File: config.mk
export PLATFORM = sky130hd
export DESIGN_NAME = branch_resolve_top
export DESIGN_NICKNAME = d
export VERILOG_FILES = /design/src/logic/bru_isa_pkg.sv /design/src/logic/bru_pipe_pkg.sv /design/src/logic/branch_resolve_top.sv /design/src/logic/branch_history_table.sv /design/src/logic/branch_resolve_unit.sv /design/src/logic/branch_issue_queue.sv
export VERILOG_INCLUDE_DIRS = /design/src /design/src/logic
export SDC_FILE = /design/constraint.sdc
export NUM_CORES = 1
export LEC_CHECK = 0
export BUFFER_PORTS_ARGS = -buffer_cell sky130_fd_sc_hd__buf_2
export CAP_MARGIN = 5
export CELL_PAD_IN_SITES_DETAIL_PLACEMENT = 0
export CELL_PAD_IN_SITES_GLOBAL_PLACEMENT = 1
export CORE_ASPECT_RATIO = 0.75
export CORE_MARGIN = 2
export CORE_UTILIZATION = 47
export CTS_BUF_LIST = sky130_fd_sc_hd__clkbuf_4
export DETAILED_ROUTE_END_ITERATION = 10
export PLACE_DENSITY_LB_ADDON = 0.1
export SLEW_MARGIN = 15
export SYNTH_ARGS = -nofsm -noshare
export SYNTH_HDL_FRONTEND = slang
export SYNTH_SLANG_ARGS = --single-unit
File: constraint.sdc
create_clock -name clk -period 5.7 [get_ports clk]
set_input_delay 0.855 -clock clk [delete_from_list [all_inputs] [get_ports clk]]
set_output_delay 0.855 -clock clk [all_outputs]
set_load 0.1 [all_outputs]
File: src/logic/bru_macros.svh
/*
 * Branch resolution subsystem sizing
 * Data width, issue queue depth, credit count width and
 * history table size shared by every block
 */
`ifndef BRU_MACROS_SVH
`define BRU_MACROS_SVH

// Data and address width in bits
`define BRU_XLEN 32

// Issue queue entries
// Also the credits the dispatch side owns after reset
`define BRU_BQ_DEPTH 4

// 2-bit counters in the history table
// Indexed by pc bits above bit 1
`define BRU_BHT_ENTRIES 16

// Credit count width
// Must hold the value BRU_BQ_DEPTH itself
`define BRU_CREDIT_W 3

`endif
File: src/logic/bru_isa_pkg.sv
/*
 * Branch ISA definitions
 * Micro-op codes understood by the branch unit and the operand
 * bundle that travels with every issued branch
 */
`default_nettype none
`include "bru_macros.svh"

package bru_isa_pkg;

  // Conditional kinds first, jumps at the end
  typedef enum logic [3:0] {
    BR_BEQ  = 4'b0000,  // rs1 == rs2
    BR_BNE  = 4'b0001,  // rs1 != rs2
    BR_BLT  = 4'b0010,  // Signed less than
    BR_BGE  = 4'b0011,  // Signed greater or equal
    BR_BLTU = 4'b0100,  // Unsigned less than
    BR_BGEU = 4'b0101,  // Unsigned greater or equal
    BR_JAL  = 4'b0110,  // pc relative jump
    BR_JALR = 4'b0111   // Register indirect jump
  } br_uop_t;

  localparam int unsigned BR_INSN_BYTES = 4;  // Fall-through step

  // Source values read at issue
  typedef struct packed {
    logic [`BRU_XLEN-1:0] rs1;  // R[rs1]
    logic [`BRU_XLEN-1:0] rs2;  // R[rs2]
    logic [`BRU_XLEN-1:0] imm;  // Sign extended offset
    logic [`BRU_XLEN-1:0] pc;   // Address of the branch itself
  } br_operands_t;

  // Only conditional branches train the history table
  function automatic logic br_is_cond(br_uop_t uop);
    return !(uop inside {BR_JAL, BR_JALR});
  endfunction

endpackage

`default_nettype wire

File: src/logic/bru_pipe_pkg.sv
/*
 * Branch pipeline transport types
 * Payloads moving from dispatch into the queue, out of the
 * resolver and into the history table
 */
`default_nettype none
`include "bru_macros.svh"

package bru_pipe_pkg;
  import bru_isa_pkg::*;

  // One queue entry
  // Same layout as the dispatch payload
  typedef struct packed {
    br_uop_t      uop;         // Branch kind
    br_operands_t ops;         // Sources and pc
    logic         pred_taken;  // Front end guess
  } br_op_t;

  // Registered outcome of one branch
  typedef struct packed {
    logic                 taken;       // Condition held or jump
    logic                 mispredict;  // Outcome differs from guess
    logic [`BRU_XLEN-1:0] target;      // Next fetch address
    logic [`BRU_XLEN-1:0] pc;          // Branch address
  } br_result_t;

  // Counter update request
  typedef struct packed {
    logic                 valid;  // Conditional branch resolved
    logic [`BRU_XLEN-1:0] pc;     // Selects the counter
    logic                 taken;  // Count direction
  } bht_train_t;

endpackage

`default_nettype wire

File: src/logic/branch_resolve_top.sv
/*
 * Branch resolution subsystem top
 * Issue queue feeding the resolver, whose training output updates
 * the history table read by fetch
 */
`default_nettype none
`include "bru_macros.svh"

module branch_resolve_top (
  input  logic                     clk,
  input  logic                     rst_n,
  // Dispatch side
  input  logic                     op_valid,
  input  bru_pipe_pkg::br_op_t     op,
  output logic [`BRU_CREDIT_W-1:0] credit_return,
  // Resolution outputs
  output logic                     result_valid,
  output bru_pipe_pkg::br_result_t result,
  output logic                     flush,
  // Fetch lookup
  input  logic [`BRU_XLEN-1:0]     pred_pc,
  output logic                     pred_taken
);
  import bru_pipe_pkg::*;

  logic       issue_valid;
  br_op_t     issue_op;
  bht_train_t train;

  branch_issue_queue u_queue (
    .clk          (clk),
    .rst_n        (rst_n),
    .op_valid     (op_valid),
    .op           (op),
    .flush        (flush),         // Resolver kills younger ops
    .issue_valid  (issue_valid),
    .issue_op     (issue_op),
    .credit_return(credit_return)
  );

  branch_resolve_unit u_resolve (
    .clk         (clk),
    .rst_n       (rst_n),
    .issue_valid (issue_valid),
    .issue_op    (issue_op),
    .result_valid(result_valid),
    .result      (result),
    .flush       (flush),
    .train       (train)
  );

  branch_history_table u_bht (
    .clk       (clk),
    .rst_n     (rst_n),
    .pred_pc   (pred_pc),
    .pred_taken(pred_taken),
    .train     (train)           // One update per conditional result
  );

endmodule

`default_nettype wire

File: src/logic/branch_history_table.sv
/*
 * Branch history table
 * 2-bit saturating counters indexed by pc above bit 1.
 * Fetch reads combinationally and the resolver trains one counter
 * per resolved conditional branch.
 */
`default_nettype none
`include "bru_macros.svh"

module branch_history_table (
  input  logic                     clk,
  input  logic                     rst_n,
  input  logic [`BRU_XLEN-1:0]     pred_pc,     // Fetch address
  output logic                     pred_taken,
  input  bru_pipe_pkg::bht_train_t train
);
  localparam int         ENTRIES = `BRU_BHT_ENTRIES;
  localparam int         IDX_W   = (ENTRIES > 1) ? $clog2(ENTRIES) : 1;
  localparam logic [1:0] CNT_MAX = 2'b11;  // Strongly taken
  localparam logic [1:0] CNT_MIN = 2'b00;  // Strongly not taken
  localparam logic [1:0] WEAK_NT = 2'b01;  // Reset state

  logic [1:0]       cnt [ENTRIES];
  logic [IDX_W-1:0] pred_idx;
  logic [IDX_W-1:0] train_idx;
  logic [1:0]       train_cnt;   // Counter being trained

  // Bits [1:0] are always zero for 4-byte instructions
  assign pred_idx  = pred_pc[IDX_W+1:2];
  assign train_idx = train.pc[IDX_W+1:2];
  assign train_cnt = cnt[train_idx];

  assign pred_taken = cnt[pred_idx][1];  // Upper bit decides

  always_ff @(posedge clk) begin
    if (!rst_n) begin
      for (int i = 0; i < ENTRIES; i++) begin
        cnt[i] <= WEAK_NT;
      end
    end else if (train.valid) begin
      if (train.taken) begin
        if (train_cnt != CNT_MAX) begin
          cnt[train_idx] <= train_cnt + 2'b01;  // Toward taken
        end
      end else begin
        if (train_cnt != CNT_MIN) begin
          cnt[train_idx] <= train_cnt - 2'b01;  // Toward not taken
        end
      end
    end
  end

endmodule

`default_nettype wire

File: src/logic/branch_resolve_unit.sv
/*
 * Branch resolve unit
 * Evaluates the branch condition, computes the redirect target and
 * compares against the prediction. Outcome and training record are
 * registered. A mispredicted result raises flush in its own cycle.
 */
`default_nettype none
`include "bru_macros.svh"

module branch_resolve_unit (
  input  logic                     clk,
  input  logic                     rst_n,
  input  logic                     issue_valid,
  input  bru_pipe_pkg::br_op_t     issue_op,
  output logic                     result_valid,
  output bru_pipe_pkg::br_result_t result,
  output logic                     flush,
  output bru_pipe_pkg::bht_train_t train
);
  import bru_isa_pkg::*;
  import bru_pipe_pkg::*;

  br_operands_t         ops;
  logic                 eq;           // rs1 == rs2
  logic                 lt_s;         // Signed rs1 < rs2
  logic                 lt_u;         // Unsigned rs1 < rs2
  logic                 taken;
  logic [`BRU_XLEN-1:0] jalr_sum;
  logic [`BRU_XLEN-1:0] target;
  logic                 capture;
  logic                 train_valid;  // Registered conditional flag

  assign ops  = issue_op.ops;
  assign eq   = (ops.rs1 == ops.rs2);
  assign lt_s = ($signed(ops.rs1) < $signed(ops.rs2));
  assign lt_u = (ops.rs1 < ops.rs2);

  // Condition decode
  always_comb begin
    case (issue_op.uop)
      BR_BEQ:          taken = eq;
      BR_BNE:          taken = ~eq;
      BR_BLT:          taken = lt_s;
      BR_BGE:          taken = ~lt_s;
      BR_BLTU:         taken = lt_u;
      BR_BGEU:         taken = ~lt_u;
      BR_JAL, BR_JALR: taken = 1'b1;  // Jumps always redirect
      default:         taken = 1'b0;
    endcase
  end

  assign jalr_sum = ops.rs1 + ops.imm;

  // Redirect target
  always_comb begin
    if (issue_op.uop == BR_JALR) begin
      target = {jalr_sum[`BRU_XLEN-1:1], 1'b0};  // LSB forced low
    end else if (taken) begin
      target = ops.pc + ops.imm;
    end else begin
      target = ops.pc + `BRU_XLEN'(BR_INSN_BYTES);  // Fall through
    end
  end

  // An op issued while flushing is younger and dies here
  assign capture = issue_valid & ~flush;

  always_ff @(posedge clk) begin
    if (!rst_n) begin
      result_valid <= 1'b0;
      train_valid  <= 1'b0;
    end else begin
      result_valid <= capture;
      train_valid  <= capture & br_is_cond(issue_op.uop);
    end
  end

  always_ff @(posedge clk) begin
    if (capture) begin
      result.taken      <= taken;
      result.mispredict <= (taken != issue_op.pred_taken);
      result.target     <= target;
      result.pc         <= ops.pc;
    end
  end

  assign flush = result_valid & result.mispredict;  // Same cycle as result

  // Training shares the result register
  assign train = '{valid: train_valid, pc: result.pc, taken: result.taken};

endmodule

`default_nettype wire

File: src/logic/branch_issue_queue.sv
/*
 * Branch issue queue
 * In-order circular FIFO fed by dispatch under credit flow control.
 * Head is offered every cycle the queue is non-empty. A flush empties
 * the queue, drops the incoming op and hands every freed credit back.
 */
`default_nettype none
`include "bru_macros.svh"

module branch_issue_queue (
  input  logic                     clk,
  input  logic                     rst_n,
  input  logic                     op_valid,       // Dispatch holds a credit
  input  bru_pipe_pkg::br_op_t     op,
  input  logic                     flush,          // Kill everything younger
  output logic                     issue_valid,
  output bru_pipe_pkg::br_op_t     issue_op,
  output logic [`BRU_CREDIT_W-1:0] credit_return   // Entries freed this cycle
);
  import bru_pipe_pkg::*;

  localparam int DEPTH = `BRU_BQ_DEPTH;
  localparam int PTR_W = (DEPTH > 1) ? $clog2(DEPTH) : 1;

  br_op_t                   mem [DEPTH];  // Entry storage
  logic [PTR_W-1:0]         rd_ptr;       // Head
  logic [PTR_W-1:0]         wr_ptr;       // Next free slot
  logic [`BRU_CREDIT_W-1:0] count;        // Occupied entries
  logic                     do_wr;
  logic                     do_rd;

  // Wrap explicitly so depth need not be a power of two
  function automatic logic [PTR_W-1:0] ptr_inc(input logic [PTR_W-1:0] ptr);
    if (ptr == PTR_W'(DEPTH - 1)) begin
      return '0;
    end
    return ptr + 1'b1;
  endfunction

  assign issue_valid = (count != '0);   // Resolver never stalls
  assign issue_op    = mem[rd_ptr];

  // Flush cancels both the write and the issue of this cycle
  assign do_wr = op_valid & ~flush;
  assign do_rd = issue_valid & ~flush;

  always_comb begin
    if (flush) begin
      // Whole queue plus the op arriving right now
      credit_return = count + `BRU_CREDIT_W'(op_valid);
    end else begin
      credit_return = `BRU_CREDIT_W'(issue_valid);  // One per issue
    end
  end

  always_ff @(posedge clk) begin
    if (!rst_n) begin
      rd_ptr <= '0;
      wr_ptr <= '0;
      count  <= '0;
    end else if (flush) begin
      // Drop all entries
      rd_ptr <= '0;
      wr_ptr <= '0;
      count  <= '0;
    end else begin
      if (do_wr) begin
        wr_ptr <= ptr_inc(wr_ptr);
      end
      if (do_rd) begin
        rd_ptr <= ptr_inc(rd_ptr);
      end
      count <= count + `BRU_CREDIT_W'(do_wr) - `BRU_CREDIT_W'(do_rd);
    end
  end

  // Credits keep the upstream from writing a full queue
  always_ff @(posedge clk) begin
    if (do_wr) begin
      mem[wr_ptr] <= op;
    end
  end

endmodule

`default_nettype wire

## After elaboration in Yosys (flattened, before gate mapping)

Memories as Yosys holds them, arrays and structs flattened. A register that Yosys moved wholly into a read port is not among the register bits.
Index checks and enable logic that the tools add are counted.

| word-level totals | value |
|---|---|
| register bits | 75 |
| RAM bits | 564 |
| input port bits | 168 |
| output and inout bits | 72 |
| memories | 2 |

| cells by class | value |
|---|---|
| $add $sub $neg | 10 |
| order comparisons | 2 |
| eq/ne operators | 12 |
| multiplexer cells | 36 |
| bitwise operators | 10 |
| reductions and logical operators | 8 |

Memories:

| name | depth | width | read ports | clocked after memory_dff | wr ports | RTL line | source |
|---|---|---|---|---|---|---|---|
| u_queue.mem | 4 | 133 | 1 | 1 | 1 | branch_issue_queue.sv:25 | `br_op_t mem [DEPTH];` |
| u_bht.cnt | 16 | 2 | 2 | 1 | 16 | branch_history_table.sv:23 | `logic [1:0] cnt [ENTRIES];` |

Operator list:

| operator | number |
|---|---|
| $add A32 B32 Y32 | 2 |
| $lt A32 B32 Y1 | 2 |
| $mux W32 | 2 |
| $add A32 B3 Y32 const B | 1 |
| $eq A32 B32 Y1 | 1 |
| $mux W1 | 22 |
| $eq A4 B3 Y1 const B | 4 |
| $mux W2 | 8 |
| $eq A4 B2 Y1 const B | 2 |
| $mux W4 | 2 |
| $pmux W1 S7 | 1 |
| $add A2 B1 Y2 const B | 3 |
| $add A3 B1 Y3 | 2 |
| $reduce_or A2 Y1 | 3 |
| $not A1 Y1 | 5 |
| $and A1 B1 Y1 | 4 |
| $eq A2 B2 Y1 const B | 2 |
| $eq A4 B1 Y1 const B | 1 |
| $logic_not A4 Y1 | 1 |
| $reduce_bool A2 Y1 | 2 |
| $mux W3 | 1 |
| $reduce_bool A3 Y1 | 1 |
| $sub A3 B1 Y3 | 1 |
| $ne A2 B2 Y1 const B | 1 |
| other kinds (4) | 4 |

## Logic depth before layout (Yosys ltp)

Gate-level depths: netlist of run 1.

| logic depth | value |
|---|---|
| depth in word-level cells | 9 |
| gate-level depth with buffers | 21 |

## By module

A second synthesis of run 1 with hierarchy kept.

| unflattened totals | value |
|---|---|
| cell total of the unflattened synthesis | 1,757 |
| area, all modules | 29,035.3 um^2 |

Modules (own cells, without submodules):

| module | times used | cells each | area each (um^2) | seq. area each (um^2) |
|---|---|---|---|---|
| branch_issue_queue | 1 | 750 | 19,713.9 | 16,155.5 |
| branch_resolve_unit | 1 | 845 | 7,307.0 | 2,021.9 |
| branch_history_table | 1 | 162 | 2,014.4 | 960.9 |

## Least setup slack after synthesis of run 1

OpenSTA, ideal clock, no wires.

| timing path | value |
|---|---|
| path kind | flip-flop to flip-flop |
| from | register, netlist name u_resolve.result[64] |
| to | register u_queue.count[2] |
| setup time | 0.121 ns |
| data arrival time | 6.027 ns |
| required time | 5.579 ns |
| path slack | -0.448 ns |
| cell stages (with the launch flop) | 12 |
| buffers on the path | 0 |
| period minus slack after synthesis | 6.148 ns |
| cells stage by stage | edfxtp_1 nand2_1 inv_1 nor2_1 ha_1 inv_1 ha_1 inv_1 fa_1 xor2_1 xnor2_1 nor2_1 |

RTL lines:

| element | RTL line | source |
|---|---|---|
| $and A1 B1 Y1 | branch_resolve_unit.sv:87 | `assign flush = result_valid & result.mispredict;` |
| net flush | branch_resolve_top.sv:19 | `output logic flush,` |
| $not A1 Y1 | branch_issue_queue.sv:45 | `assign do_rd = issue_valid & ~flush;` |
| $and A1 B1 Y1 | branch_issue_queue.sv:45 |  |
| net u_queue.do_rd | branch_issue_queue.sv:30 | `logic do_rd;` |
| $sub A3 B1 Y3 | branch_issue_queue.sv:73 | `` count <= count + `BRU_CREDIT_W'(do_wr) - `BRU_CREDIT_W'(do_rd); `` |
| end signal: assignment | branch_issue_queue.sv:73 |  |
| end: declaration | branch_issue_queue.sv:28 | `` logic [`BRU_CREDIT_W-1:0] count; `` |

The timed path passes the listed nets, and every way through them passes these cells.
A chain may end at the register's enable or synchronous reset.

==> results of run 1 <==
[worst reg2reg max path, cell delays in order, from the launching register on]
cell and delay (ns):
dfxtp_4 0.55, buf_12 0.30, buf_12 0.22, mux4_2 0.59
ha_1 0.32, nand4_1 0.09, a2111oi_0 0.54, o31ai_1 0.23
a211oi_2 0.43, o22ai_2 0.14, a221oi_4 0.29, buf_12 0.32
nand2_2 0.11, o32ai_1 0.38, a21oi_1 0.07
[state kept, by name, summed over array words and instances (netlist names), named ones only]
| signal | cells |
|---|---|
| u_queue.wr_ptr | 2 |
| u_queue.mem | 532 |
| u_queue.count | 3 |
| u_resolve.result | 66 |
| u_resolve.train_valid | 1 |
| u_bht.cnt | 32 |
| u_resolve.result_valid | 1 |
| u_queue.rd_ptr | 2 |
[final cells by class]
class                           count  area (um^2)
Fill cell                        4946        26700
Clock inverter                     50          314
Tap cell                          800         1000
Multi-Input combinational cell    965         8980
Sequential cell                   645        19200
Timing Repair Buffer              321         2250
Clock buffer                      220         1650
Antenna cell                        5         12.5
Inverter                           66          248
[timing repair]
| action | in CTS | in global routing |
|---|---|---|
| setup endpoints to repair | 0 | 0 |
| endpoints found under the hold margin | 303 | 0 |
| hold buffers | 89 | 0 |
[logic make-up (layout without fill, tap and decap cells)]
| logic type | after synthesis | in the layout | share of synthesized area (%) |
|---|---|---|---|
| flip-flops | 645 | 645 | 67.0 |
| AND/OR/NAND/NOR | 339 | 339 | 5.62 |
| AO/OA/AOI/OAI | 271 | 271 | 6.05 |
| multiplexers | 170 | 170 | 12.4 |
| buffers and inverters | 120 | 657 | 1.85 |
| adder cells (fa/ha/maj) | 106 | 106 | 4.70 |
| XOR/XNOR | 79 | 79 | 2.41 |
| other | 0 | 5 | 0 |
[layout by cell type, fill, tap and decap left out, types with 66 or more instances in the layout]
| cell type | netlist | final |
|---|---|---|
| nand2_1 | 86 | 86 |
| mux4_2 | 148 | 148 |
| dlygate4sd3_1 | 0 | 89 |
| buf_2 | 14 | 211 |
| nor2_1 | 91 | 90 |
| o21ai_0 | 70 | 70 |
| inv_1 | 66 | 66 |
| clkbuf_4 | 0 | 220 |
| a21oi_1 | 75 | 75 |
| edfxtp_1 | 630 | 630 |
| ha_1 | 103 | 103 |
[worst paths after layout]
| kind | from | end |
|---|---|---|
| worst max-delay path | flop | u_resolve.result[61] |
| worst min-delay path | op[41] | u_queue.mem[2][41] |
| worst max register to register | flop | u_resolve.result[61] |
| worst min register to register | u_queue.rd_ptr[1] | flop |
[through the flow]
stage               cell area (um^2)  hold WS (ns)  setup slack (ns)
global placement               30800         0.525             0.851
detailed placement             30800         0.527             0.782
global route                   33700        0.0497             0.511
CTS                            33700      0.000235             0.765
floorplan                      28700         0.495             0.502
finish                         33700         0.127             0.853
[metal layers]
metal	share of wire, %	up-vias	wire (um)
met1	49	8317	32500
met5	0.045	-	30
met4	1.4	6	899
li1	-	7884	-
met2	44	449	29000
met3	5.4	76	3540
==> results.yml, run 1 <==
outcome:
  outcome: "completed"
timing:
  hold_violations: 0
  fmax_mhz: 206
  finalSetupTns_ns: 0
  finalCritPeriodShare_pct: 85.0
  setup_viol: 0
  fin_worst_skew_ns: 0.0666
  relSlewSlack_pct: 30.1
  fin_crit_ns: 4.85
  rsz0062_at_grt: "no"
  worstMarginPinSlew_ns: 1.05
  drv_slew: 0
min_path:
  holdPathStages: 1
  hold_path_class: "input port to flop"
logic_synthesis:
  synthFlopType: "edfxtp_1"
  avgSynthCellArea_um2: 16.6
  ys_seq_area_share_pct: 67.0
  postSynthCellCount: 1730
  synth_nets: 2004
  synth_common_cells: "edfxtp_1, mux4_2, ha_1"
  ys_ff_latch: 645
  synth_top_area_share_pct: 65.9
  synth.distinct_cells: 64
  synth_area_leaders: "edfxtp_1, mux4_2, ha_1"
  yosysTopAreaCell: "edfxtp_1"
  synth.most_common_cell: "edfxtp_1"
  synth_edf_count: 630
  yosysWarnings: 0
  netlist_area_um2: 28700
  synth-async-reset-ratio_pct: 0
global_routing:
  grt_max_degree: 95
  grt_pass1_wl_um: 100000
  antenna_found_initial: 7
  grt_use_total_pct: 21.5
  top_usage_layer: "met1"
  use_met1_pct: 32.6
  first_global_vias: 16900
  grtUsageMet3_pct: 4.81
  met2_usage_pct: 30.9
  overflow: 0
setup_path:
  crit_path_frequent_cell: "buf_12"
  crit_path_cell_trace: "buf_12 -> buf_12 -> mux4_2 -> ha_1 -> nand4_1 -> a2111oi_0 -> o31ai_1 -> a211oi_2 -> o22ai_2 -> a221oi_4 -> buf_12 -> nand2_2 -> o32ai_1 -> a21oi_1"
  cp_slowest_cell: "mux4_2"
  critPathTopFamily: "compound AO/OA/AOI/OAI gates"
  crit_path_end_kind: "flop"
  path_class: "flop to flop"
  cp_max_fo: 52
  critPathBufInv: 3
  reg2regPathDepth: 14
  slowest_delay_ns: 0.59
  cp-start-kind: "flop"
  arrival_ns: 5.52
  r2r_slack_ns: 0.85
  worst-path-stages: 14
  cp_data_required_time_ns: 6.38
detailed_routing:
  drtAntennaViolNets: 0
  drt_wl_total_um: 66000
  vias: 16700
  avgViaCountPerCell: 5.45
  routedWlPerCell_um: 21.5
  drc: 0
  dr.first_iter.drc_count: 1215
  drtPass1Iterations: 7
placement:
  dp_hpwl_um: 44100
  place_inst: 2708
  io_buffers: 211
  routabilityCongestion: 0.862
layout:
  final_layout_size_suffix_gt1_share_pct: 28.1
  synthToLayoutAreaGrowth_pct: 17.4
  fin_util_pct: 55.8
  nNetsFinal: 2428
  final_cell_count_no_fill: 3072
die:
  core-area_um2: 60400
  initial_core_util_pct: 47.5
  io_pins: 240
  rows: 78
  fp.dieH_um: 218
  die_area_um2: 63100
  die-width_um: 289
clock_network:
  clk-insertion-delay-late_ns: 0.97
  cts_root_buf: "clkbuf_4"
  clk_pin_slew_ns: 0.07
  cts_max_level: 4
  post-cts-setup-buffers: 0
  clock-sinks: 645
  cts_tree: "built"
  ctsLongestPathBuffers: 3
  post_cts_resized: 0
  cts_buffers: 155
flow_run:
  cap_viol_max_count: 0
Power of run 1 is left out: the tool's default activity adds up to more than one toggle a clock period on the data nets, which glitch-free logic cannot reach.
==> inputs of run 2 (changes only) <==
--- a/config.mk
+++ b/config.mk
@@ -16,6 +16,7 @@
 export CTS_BUF_LIST = sky130_fd_sc_hd__clkbuf_4
 export DETAILED_ROUTE_END_ITERATION = 10
 export PLACE_DENSITY_LB_ADDON = 0.1
+export SETUP_SLACK_MARGIN = 0.5
 export SLEW_MARGIN = 15
 export SYNTH_ARGS = -nofsm -noshare
 export SYNTH_HDL_FRONTEND = slang
==> constraint.sdc (replaced) <==
create_clock -name clk -period 4.6 [get_ports clk]
set_input_delay 0.23 -clock clk [delete_from_list [all_inputs] [get_ports clk]]
set_output_delay 0.23 -clock clk [all_outputs]
set_load 0.1 [all_outputs]
==> run 2 against run 1 <==
  * Via count rose by 7.6%
  * Core utilization is 5.3 points higher
  * Maximum frequency up 13%
  * Sequential share of layout area is 4.9 points lower
  * Flip-flop and latch count unchanged
  * Non-clock buffer count increased by 274
  * Die area is the same
  * Clock skew grew 0.0017 ns
  * Critical path depth rose by 3
  * Global-route usage rose by 1.4 points
  * Worst hold slack lost 0.032 ns
  * Critical path type unchanged
  * Critical endpoint is now u_resolve.result[54]
==> results.yml, run 2 (synthesis results as in run 1) <==
global_routing:
  antenna_found_initial: 7
  overflow: 0
  grt_max_degree: 55
  grt_pass1_wl_um: 107000
  first_global_vias: 18400
  grt_use_total_pct: 22.9
detailed_routing:
  avgViaCountPerCell: 5.38
  routedWlPerCell_um: 21.3
  dr.first_iter.drc_count: 1387
  drtAntennaViolNets: 0
  wl_met1_um: 33400
  drc: 0
  drt_wl_total_um: 71200
  routed.top_layer: "met5"
  wl_met2_um: 32500
  drtPass1Iterations: 8
  vias: 18000
  dr_wl_met3_um: 4150
setup_path:
  path_class: "flop to flop"
  arrival_ns: 4.98
  cp-start-kind: "flop"
  reg2regPathDepth: 17
  cp_max_fo: 11
  crit_path_end_kind: "flop"
  cp_data_required_time_ns: 5.28
timing:
  fin_worst_skew_ns: 0.0682
  finalCritPeriodShare_pct: 93.6
  worstMarginPinSlew_ns: 1.02
  setup_viol: 0
  fmax_mhz: 232
  relSlewSlack_pct: 31.9
  finalSetupTns_ns: 0
  drv_slew: 0
  fin_crit_ns: 4.30
  rsz0062_at_grt: "yes"
  hold_violations: 0
placement:
  routabilityCongestion: 0.867
  dp_hpwl_um: 47300
  io_buffers: 211
layout:
  fillers: 4653
  final_layout_size_suffix_gt1_share_pct: 31.7
  nNetsFinal: 2704
  top_register: "u_queue.mem"
  synthToLayoutAreaGrowth_pct: 28.5
  top_regs: "u_queue.mem: 532 flops, u_resolve.result: 66 flops, u_bht.cnt: 32 flops"
  mostFrequentLayoutCells: "edfxtp_1, dlygate4sd3_1, clkbuf_4"
  layout_commonest_cell: "edfxtp_1"
  largest_reg_flops: 532
clock_network:
  clock-sinks: 645
  cts_buffers: 157
  clk_pin_slew_ns: 0.07
  cts_tree: "built"
  cts_root_buf: "clkbuf_4"
  cts_max_level: 4
  clk-insertion-delay-late_ns: 1.01
  ctsLongestPathBuffers: 3
flow_run:
  cap_viol_max_count: 0
die:
  initial_core_util_pct: 47.5
  die-width_um: 289
  fp.dieH_um: 218
  core-area_um2: 60400
  io_pins: 240
  rows: 78
  die_area_um2: 63100
min_path:
  holdPathStages: 2
  hold_path_class: "input port to flop"
outcome:
  outcome: "completed"
==> run 2: changes by cell type in the layout (fill, tap and decap cells not counted), sizes merged <==
cell,change
dlygate4sd3,+177
clkbuf,+3
bufbuf,+1
buf,+95
clkinvlp,+1
bufinv,+1
clkinv,-7
inv,+3
==> run 2: path summary, 6_finish.rpt <==
path                      from              endpoint  slack, ns
min reg2reg  u_queue.rd_ptr[0]                  flop       0.56
min                      op[2]     u_queue.mem[0][2]       0.09
max                       flop  u_resolve.result[54]       0.30
max reg2reg               flop  u_resolve.result[54]       0.30
==> run 2: critical path, stage by stage (launching register included) <==
cell and delay [ns]:
dfxtp_4 0.39, buf_12 0.16, buf_12 0.17, mux4_2 0.58, ha_4 0.27, nand4_1 0.17, nor3_1 0.08, a221o_1 0.36
o31a_1 0.29, a211oi_4 0.28, o22ai_2 0.13, a221oi_4 0.32, buf_6 0.17, buf_16 0.11, buf_4 0.12, nand2_1 0.04
o211ai_1 0.14, o21ai_1 0.16
==> run 2: area by class of cell <==
cell class / count / area (um^2) / area share [%]
sequential: 645 / 19200 / 52.1
multi-input combinational: 965 / 9460 / 25.6
timing repair buffer: 595 / 4910 / 13.3
clock buffer: 222 / 1670 / 4.52
tap: 800 / 1000 / 2.71
clock inverter: 48 / 360 / 0.977
inverter: 66 / 248 / 0.672
antenna: 5 / 12.5 / 0.0339
==> run 2: metal layers <==
layer	vias up	GRT usage, %
met5	-	0
met3	81	5.02
met1	8937	33.4
met4	6	6.79
li1	8417	-
met2	556	34.6
==> run 2: repair_timing <==
action	4_1_cts	5_1_grt
hold buffers	266	0
endpoints found under the setup margin	33	33
gates resized for setup	26	46
cloned	2	1
setup buffers	14	13
hold endpoints to repair	593	0
pin swaps	3	11
==> run 2: metrics by stage <==
stage	setup WS [ns]	utilization (%)	cells	hold WS, ns	instance area [um^2]
after CTS	0.214	60.4	3327	0.00534	36500
after global placement	0.159	52.2	2775	0.441	31600
after detailed placement	0.158	52.2	2775	0.446	31600
after global routing	0.142	61.0	3345	0.0180	36900
final	0.296	61.1	3346	0.0947	36900
after floorplan	0.125	-	1730	0.329	29100
Power of run 2 is left out for the same reason.
